$ cat src/hdl/vpu_isa_pkg.sv
`default_nettype none

package vpu_isa_pkg;

    // ==================================================================
    // instruction format
    // ==================================================================

    localparam int INSTR_W = 32;
    localparam int OP_W    = 5;
    localparam int IMM_W   = 12;

    // field positions
    localparam int OP_HI  = 31;
    localparam int OP_LO  = 27;
    localparam int VD_HI  = 26;
    localparam int VD_LO  = 22;
    localparam int VS1_HI = 21;
    localparam int VS1_LO = 17;
    localparam int VS2_HI = 16;
    localparam int VS2_LO = 12;
    localparam int IMM_HI = 11;
    localparam int IMM_LO = 0;

    // shift amount taken from the low imm bits
    localparam int SHAMT_W = 4;

    typedef logic [INSTR_W-1:0] instr_t;
    typedef logic [IMM_W-1:0]   imm_t;

    typedef enum logic [OP_W-1:0] {
        OP_NOP    = 5'd0,
        OP_VADD   = 5'd1,
        OP_VSUB   = 5'd2,
        OP_VAND   = 5'd3,
        OP_VOR    = 5'd4,
        OP_VXOR   = 5'd5,
        OP_VSLLI  = 5'd6,
        OP_VBCAST = 5'd7,
        OP_JUMP   = 5'd8
    } opcode_e;

endpackage

`default_nettype wire

$ cat src/hdl/vpu_pkg.sv
`default_nettype none

package vpu_pkg;

    // ==================================================================
    // datapath geometry
    // ==================================================================

    // lanes per vector and bits per lane
    localparam int LANES  = 4;
    localparam int LANE_W = 16;
    localparam int VEC_W  = LANES * LANE_W;

    // vector register file
    localparam int REG_DEPTH  = 32;
    localparam int REG_ADDR_W = $clog2(REG_DEPTH);

    // instruction memory address
    localparam int PC_W = 8;

    // ==================================================================
    // datapath types
    // ==================================================================

    typedef logic [LANE_W-1:0]     lane_t;
    // lane 0 sits in the low bits
    typedef logic [VEC_W-1:0]      vec_t;
    typedef logic [REG_ADDR_W-1:0] reg_addr_t;
    typedef logic [PC_W-1:0]       pc_t;

endpackage

`default_nettype wire

$ cat src/hdl/vpu_issue_if.sv
`timescale 1ns/1ps
`default_nettype none

// one decoded instruction in ID, moving from decoder to execute
interface vpu_issue_if
    import vpu_pkg::*, vpu_isa_pkg::*;
();

    opcode_e   op;
    reg_addr_t vd;
    reg_addr_t vs1;
    reg_addr_t vs2;
    imm_t      imm;
    // set for ops that write vd
    logic      reg_we;

    modport producer (
        output op, vd, vs1, vs2, imm, reg_we
    );

    // sampled on enabled edges only
    modport consumer (
        input op, vd, vs1, vs2, imm, reg_we
    );

endinterface

`default_nettype wire

$ cat src/hdl/vpu_core.sv
`timescale 1ns/1ps
`default_nettype none

module vpu_core
    import vpu_pkg::*, vpu_isa_pkg::*;
(
    input  logic      clk,
    input  logic      rst_n,
    input  logic      en,

    // instruction memory
    output pc_t       pc,
    input  instr_t    instr,

    // register write report
    output logic      data_out_vld,
    output vec_t      data_out,
    output reg_addr_t reg_wb
);

    logic      jump;
    pc_t       jump_target;
    vec_t      rd1;
    vec_t      rd2;
    logic      wb_we;
    reg_addr_t wb_addr;
    vec_t      wb_data;

    vpu_issue_if issue ();

    // ==================================================================
    // fetch and decode
    // ==================================================================

    vpu_fetch u_fetch (
        .clk         (clk         ),
        .rst_n       (rst_n       ),
        .en          (en          ),
        .jump        (jump        ),
        .jump_target (jump_target ),
        .pc          (pc          )
    );

    vpu_decoder u_decoder (
        .instr       (instr       ),
        .issue       (issue       ),
        .jump        (jump        ),
        .jump_target (jump_target )
    );

    // read addresses come straight from the decoded fields
    vpu_vrf u_vrf (
        .clk         (clk         ),
        .rst_n       (rst_n       ),
        .wen         (wb_we       ),
        .addr_w      (wb_addr     ),
        .data_w      (wb_data     ),
        .addr_r1     (issue.vs1   ),
        .addr_r2     (issue.vs2   ),
        .data_r1     (rd1         ),
        .data_r2     (rd2         )
    );

    // ==================================================================
    // execute and writeback
    // ==================================================================

    vpu_execute u_execute (
        .clk         (clk         ),
        .rst_n       (rst_n       ),
        .en          (en          ),
        .issue       (issue       ),
        .rd1         (rd1         ),
        .rd2         (rd2         ),
        .wb_we       (wb_we       ),
        .wb_addr     (wb_addr     ),
        .wb_data     (wb_data     )
    );

    // every register write is reported
    assign data_out_vld = wb_we;
    assign data_out     = wb_data;
    assign reg_wb       = wb_addr;

endmodule

`default_nettype wire

$ cat src/hdl/vpu_decoder.sv
`timescale 1ns/1ps
`default_nettype none

module vpu_decoder
    import vpu_pkg::*, vpu_isa_pkg::*;
(
    input  instr_t               instr,

    vpu_issue_if.producer        issue,

    output logic                 jump,
    output pc_t                  jump_target
);

    logic [OP_W-1:0] op_raw;

    assign op_raw = instr[OP_HI:OP_LO];

    // ==================================================================
    // field extraction
    // ==================================================================

    assign issue.vd  = instr[VD_HI:VD_LO];
    assign issue.vs1 = instr[VS1_HI:VS1_LO];
    assign issue.vs2 = instr[VS2_HI:VS2_LO];
    assign issue.imm = instr[IMM_HI:IMM_LO];

    // jump target is the low imm bits
    assign jump_target = instr[IMM_LO +: PC_W];

    // ==================================================================
    // control
    // ==================================================================

    always_comb begin
        issue.op     = OP_NOP;
        issue.reg_we = 1'b0;
        jump         = 1'b0;
        case (op_raw)
            OP_VADD, OP_VSUB, OP_VAND, OP_VOR, OP_VXOR, OP_VSLLI, OP_VBCAST: begin
                issue.op     = opcode_e'(op_raw);
                issue.reg_we = 1'b1;
            end
            OP_JUMP: begin
                issue.op = OP_JUMP;
                jump     = 1'b1;
            end
            // unknown encodings fall through as a no-op
            default: begin
                issue.op = OP_NOP;
            end
        endcase
    end

endmodule

`default_nettype wire

$ cat src/hdl/vpu_execute.sv
`timescale 1ns/1ps
`default_nettype none

module vpu_execute
    import vpu_pkg::*, vpu_isa_pkg::*;
(
    input  logic          clk,
    input  logic          rst_n,
    input  logic          en,

    vpu_issue_if.consumer issue,

    // register file data read in ID
    input  vec_t          rd1,
    input  vec_t          rd2,

    // register file write port, also the core outputs
    output logic          wb_we,
    output reg_addr_t     wb_addr,
    output vec_t          wb_data
);

    // EX1
    opcode_e   op_ex1;
    logic      we_ex1;
    reg_addr_t vd_ex1;
    reg_addr_t vs1_ex1;
    reg_addr_t vs2_ex1;
    imm_t      imm_ex1;
    vec_t      rd1_ex1;
    vec_t      rd2_ex1;
    vec_t      opa;
    vec_t      opb;
    vec_t      res_ex1;

    // EX2 and WB
    logic      we_ex2;
    reg_addr_t vd_ex2;
    vec_t      res_ex2;
    logic      we_wb;
    reg_addr_t vd_wb;
    vec_t      res_wb;

    // ==================================================================
    // EX1 pipeline register
    // ==================================================================

    always_ff @(posedge clk) begin
        if (!rst_n) begin
            op_ex1 <= OP_NOP;
            we_ex1 <= 1'b0;
        end else if (en) begin
            op_ex1 <= issue.op;
            we_ex1 <= issue.reg_we;
        end
    end

    always_ff @(posedge clk) begin
        if (en) begin
            vd_ex1  <= issue.vd;
            vs1_ex1 <= issue.vs1;
            vs2_ex1 <= issue.vs2;
            imm_ex1 <= issue.imm;
            rd1_ex1 <= rd1;
            rd2_ex1 <= rd2;
        end
    end

    // ==================================================================
    // operand forwarding
    // ==================================================================

    // newest producer wins: EX2, then WB, then the register file
    always_comb begin
        if (we_ex2 && (vs1_ex1 == vd_ex2)) begin
            opa = res_ex2;
        end else if (we_wb && (vs1_ex1 == vd_wb)) begin
            opa = res_wb;
        end else begin
            opa = rd1_ex1;
        end

        if (we_ex2 && (vs2_ex1 == vd_ex2)) begin
            opb = res_ex2;
        end else if (we_wb && (vs2_ex1 == vd_wb)) begin
            opb = res_wb;
        end else begin
            opb = rd2_ex1;
        end
    end

    // one ALU per lane
    for (genvar l = 0; l < LANES; l++) begin : g_lane
        vpu_lane_alu u_lane_alu (
            .op  (op_ex1                      ),
            .a   (opa[l*LANE_W +: LANE_W]     ),
            .b   (opb[l*LANE_W +: LANE_W]     ),
            .imm (imm_ex1                     ),
            .y   (res_ex1[l*LANE_W +: LANE_W] )
        );
    end

    // ==================================================================
    // EX2 and WB pipeline registers
    // ==================================================================

    always_ff @(posedge clk) begin
        if (!rst_n) begin
            we_ex2 <= 1'b0;
            we_wb  <= 1'b0;
        end else if (en) begin
            we_ex2 <= we_ex1;
            we_wb  <= we_ex2;
        end
    end

    always_ff @(posedge clk) begin
        if (en) begin
            vd_ex2  <= vd_ex1;
            res_ex2 <= res_ex1;
            vd_wb   <= vd_ex2;
            res_wb  <= res_ex2;
        end
    end

    // no write while the core is frozen
    assign wb_we   = en && we_wb;
    assign wb_addr = vd_wb;
    assign wb_data = res_wb;

endmodule

`default_nettype wire

$ cat src/hdl/vpu_fetch.sv
`timescale 1ns/1ps
`default_nettype none

module vpu_fetch
    import vpu_pkg::*;
(
    input  logic clk,
    input  logic rst_n,
    input  logic en,

    // jump decoded in ID
    input  logic jump,
    input  pc_t  jump_target,

    output pc_t  pc
);

    pc_t pc_next;

    // no delay slot, the jump target follows the jump directly
    always_comb begin
        if (jump) begin
            pc_next = jump_target;
        end else begin
            pc_next = pc + pc_t'(1);
        end
    end

    always_ff @(posedge clk) begin
        if (!rst_n) begin
            pc <= '0;
        end else if (en) begin
            pc <= pc_next;
        end
    end

endmodule

`default_nettype wire

$ cat src/hdl/vpu_lane_alu.sv
`timescale 1ns/1ps
`default_nettype none

module vpu_lane_alu
    import vpu_pkg::*, vpu_isa_pkg::*;
(
    input  opcode_e op,
    input  lane_t   a,
    input  lane_t   b,
    input  imm_t    imm,
    output lane_t   y
);

    logic [SHAMT_W-1:0] shamt;

    assign shamt = imm[SHAMT_W-1:0];

    always_comb begin
        case (op)
            // add and sub wrap at the lane width
            OP_VADD:   y = a + b;
            OP_VSUB:   y = a - b;
            OP_VAND:   y = a & b;
            OP_VOR:    y = a | b;
            OP_VXOR:   y = a ^ b;
            OP_VSLLI:  y = a << shamt;
            // zero-extended imm in every lane
            OP_VBCAST: y = lane_t'(imm);
            // nop and jump write nothing
            default:   y = '0;
        endcase
    end

endmodule

`default_nettype wire

$ cat src/hdl/vpu_vrf.sv
`timescale 1ns/1ps
`default_nettype none

module vpu_vrf
    import vpu_pkg::*;
(
    input  logic      clk,
    input  logic      rst_n,

    // write port, driven from WB
    input  logic      wen,
    input  reg_addr_t addr_w,
    input  vec_t      data_w,

    // read ports, used in ID
    input  reg_addr_t addr_r1,
    input  reg_addr_t addr_r2,
    output vec_t      data_r1,
    output vec_t      data_r2
);

    vec_t regs [REG_DEPTH];

    // a read of the register being written returns the new value
    function automatic vec_t read_port(
        input reg_addr_t addr,
        input vec_t      stored,
        input logic      w_en,
        input reg_addr_t w_addr,
        input vec_t      w_data
    );
        if (w_en && (addr == w_addr)) begin
            return w_data;
        end
        return stored;
    endfunction

    always_ff @(posedge clk) begin
        if (!rst_n) begin
            for (int i = 0; i < REG_DEPTH; i++) begin
                regs[i] <= '0;
            end
        end else if (wen) begin
            regs[addr_w] <= data_w;
        end
    end

    assign data_r1 = read_port(addr_r1, regs[addr_r1], wen, addr_w, data_w);
    assign data_r2 = read_port(addr_r2, regs[addr_r2], wen, addr_w, data_w);

endmodule

`default_nettype wire

$ cat config.mk
export PLATFORM = sky130hd
export DESIGN_NAME = vpu_core
export DESIGN_NICKNAME = d
export VERILOG_FILES = /design/src/hdl/vpu_isa_pkg.sv /design/src/hdl/vpu_pkg.sv /design/src/hdl/vpu_issue_if.sv /design/src/hdl/vpu_core.sv /design/src/hdl/vpu_decoder.sv /design/src/hdl/vpu_execute.sv /design/src/hdl/vpu_fetch.sv /design/src/hdl/vpu_lane_alu.sv /design/src/hdl/vpu_vrf.sv
export SDC_FILE = /design/constraint.sdc
export NUM_CORES = 2
export LEC_CHECK = 0
export BUFFER_PORTS_ARGS = -buffer_cell sky130_fd_sc_hd__buf_2
export CAP_MARGIN = 20
export CELL_PAD_IN_SITES_DETAIL_PLACEMENT = 0
export CELL_PAD_IN_SITES_GLOBAL_PLACEMENT = 1
export CORE_UTILIZATION = 30
export CTS_BUF_LIST = sky130_fd_sc_hd__clkbuf_8
export DETAILED_ROUTE_END_ITERATION = 12
export PLACE_DENSITY = 0.56
export RECOVER_POWER = 50
export SETUP_SLACK_MARGIN = 0.05
export SYNTH_ARGS = -nofsm -noshare
export SYNTH_HDL_FRONTEND = slang
export SYNTH_SLANG_ARGS = --single-unit
$ cat constraint.sdc
create_clock -name clk -period 8.7 [get_ports clk]
set_input_delay 2.175 -clock clk [delete_from_list [all_inputs] [get_ports clk]]
set_output_delay 2.175 -clock clk [all_outputs]
set_load 0.01 [all_outputs]
==> qor.yml <==
final_hold_viol_count: 0
syn_nets: 9143
r2r_slack_ns: 2.00
async_flop_share_pct: 0
end_kind: "flop"
hpwl_um: 316000
drt-total-wl_um: 536000
clock-root-buffer: "clkbuf_8"
fin_crit_ns: 7.80
path_clk_slew_ns: 0.05
start_util_pct: 30.1
leakagePower_nw: 51.6
worstHoldStart: "u_execute.vd_ex1[4]$_DFFE_PP_"
fin_util_pct: 33.5
coreArea_um2: 438000
synth_top_area_share_pct: 53.4
dieHeight_um: 665
syn_avg_cell_area_um2: 14.8
ys_types: 86
drc_errors: 0
ant_nets: 0
grt_max_degree: 129
worst_pin_slew_ns: 5.38
die_x_um: 665
nets: 9078
rows: 243
max_slew_margin_pct: -259
dr.first_iter.drc_count: 11057
p_per_area_nw_per_um2: 187
synthToLayoutAreaGrowth_pct: 11.4
reg2reg_from: "u_execute.we_wb$_SDFFE_PN0P_"
drt-wirelength-per-cell_um: 35.9
yosys_warnings: 0
regArea_um2: 70600
grt_usage_pct: 23.7
cts_resized: 0
min_path_type: "reg -> reg"
clock_path_buffers: 4
synthFlopType: "edfxtp_1"
cap_violations: 86
syn_area_um2: 132000
finalSetupViolCount: 0
synth-edff-count: 2341
clock_skew_ns: 0.0938
postCtsSetupBuffers: 0
htree_levels: 5
grt_pass1_wl_um: 730000
failed_checks: "max-capacitance violations, max-slew violations"
startpoint: "en"
hold_slack_ns: 0.426
max_freq_mhz: 128
syn_inst: 8911
routabilityCongestion: 0.915
total_power_mw: 27.5
critPathKind: "in -> reg"
portBuffers: 112
rsz0062_at_grt: "no"
fin_setup_tns_ns: 0
antenna_found_initial: 62
crit_fanout: 62
cts_buffers: 426
fillers: 42062
crit_required_ns: 9.69
pin_count: 113
via_per_inst: 5.68
cts_tree: "built"
status: "finished, violations left"
synth_area_leader_cell: "edfxtp_1"
layout-drive-gt1-share_pct: 24.7
synthTopCellsByArea: "edfxtp_1 (53%), mux4_2 (22%), and2_1 (9.8%)"
overflow: 0
hold_buffers: 0
vias: 84951
peakVddDrop_mv: 0.114
drv_slew: 2589
clock-sinks: 2357
start_kind: "input port"
grt_pass1_vias: 86270
first_pass_iters: 9
arrival_ns: 8.80
clock_latency_ns: 1.21
die_area_um2: 442000
synth_seq_area_share_pct: 53.6
multiInputGateArea_um2: 57100
ys_ff_latch: 2357
fin_crit_sh_pct: 89.7
-- worst max-delay path, stage by stage --
cell and delay [ns]:
buf_8 0.41, and2_0 0.51, nand4_1 0.14, clkbuf_1 0.39
nor2_1 1.60, clkbuf_1 3.10, and2_0 0.34
-- routing by layer --
metal	global-route usage [%]	vias to the layer above	share of wire (%)
li1	-	34056	-
met4	10.3	12	5.0
met5	0	-	0.039
met1	31.3	45172	40
met2	38.5	4617	47
met3	3.91	1094	8.3
-- kinds of logic (layout without fill, tap and decap cells) --
logic type,after synthesis,after routing,share of synthesized area (%)
and+or+nand+nor,2813,2813,12.3
xor gates and xnor gates,136,136,0.910
other,0,30,0
DFF,2357,2357,53.6
muxes,1616,1616,24.6
adders and majority gates,197,197,1.89
buffers and inverters,1074,1332,3.24
AOI/OAI and AO/OA,718,718,3.42
-- synthesized netlist by cell type (12+ instances only) --
master / count
a211oi_1: 12
a21oi_1: 201
a221oi_1: 34
a22oi_1: 16
a31oi_1: 56
and2_1: 2059
buf_1: 124
buf_2: 97
clkbuf_1: 689
dfxtp_1: 16
edfxtp_1: 2341
ha_1: 193
inv_1: 140
mux2_2: 12
mux2i_1: 305
mux4_2: 1298
nand2_1: 224
nand2b_1: 23
nand3_1: 64
nand4_1: 14
nor2_1: 284
nor2b_1: 21
nor3_1: 63
nor4_1: 12
o211ai_1: 27
o21a_1: 14
o21ai_0: 148
o21ai_1: 60
o21ai_2: 19
o221ai_1: 20
o22ai_1: 12
or3_1: 18
xnor2_1: 101
xor2_1: 34
-- cell type report --
class,instances,area share (%)
flip-flops and latches,2357,48.1
multi-input cells,5480,38.9
well taps,5757,4.91
clock buffers,430,4.03
repair buffers,433,2.19
clock inverters,321,1.39
inverters,148,0.379
diodes,30,0.0512
-- worst paths after layout --
| kind | to | cells past startpoint |
|---|---|---|
| setup reg to reg | u_vrf.regs[13][27]$_SDFFCE_PN0P_ | 6 |
| hold reg to reg | u_execute.vd_ex2[4]$_DFFE_PP_ | 0 |
| setup / recovery | u_vrf.regs[13][27]$_SDFFCE_PN0P_ | 7 |
| hold / removal | u_execute.vd_ex2[4]$_DFFE_PP_ | 0 |
-- sequential cells by signal, summed over array words and instances (netlist names) --
| register | count |
|---|---|
| u_execute.rd1_ex1 | 64 |
| u_vrf.regs | 2048 |
| u_execute.vd_ex2 | 5 |
| u_execute.vs1_ex1 | 5 |
| u_execute.wb_data | 64 |
| u_execute.we_wb | 1 |
| u_execute.we_ex1 | 1 |
| u_execute.rd2_ex1 | 64 |
| u_execute.vs2_ex1 | 5 |
| u_fetch.pc | 8 |
| u_execute.wb_addr | 5 |
| u_execute.imm_ex1 | 12 |
| u_execute.vd_ex1 | 5 |
| u_execute.res_ex2 | 64 |
| u_execute.op_ex1 | 5 |
| u_execute.we_ex2 | 1 |
-- stage by stage --
| step | worst slack [ns] | std cells | area [um^2] |
|---|---|---|---|
| 2_1_floorplan | 0.356 | 8911 | 132000 |
| 3_3_place_gp | 2.47 | 14171 | 140000 |
| 3_5_place_dp | 2.55 | 14174 | 140000 |
| 4_1_cts | 2.50 | 14925 | 148000 |
| 5_1_grt | 1.13 | 14931 | 147000 |
| 6_report | 0.896 | 14956 | 147000 |
-- power breakdown --
part | internal [mW] | switching (mW)
Sequential | 13.0 | 0.287
Combinational | 1.49 | 2.37
Clock | 5.25 | 5.12
-- cells in the final DEF, fill, tap and decap left out, drive strengths merged, types with 63 or more instances in the layout --
cell type / Yosys / final
mux4: 1298 / 1298
edfxtp: 2341 / 2341
mux2i: 306 / 306
and2: 2059 / 2059
ha: 193 / 193
buf: 235 / 329
inv: 147 / 298
clkbuf: 691 / 532
o21ai: 227 / 227
nand3: 64 / 64
xnor2: 101 / 101
nand2: 225 / 225
nor3: 63 / 63
nor2: 284 / 284
clkinv: 1 / 140
a21oi: 201 / 201
No activity file was read; power rests on OpenSTA's default activity.
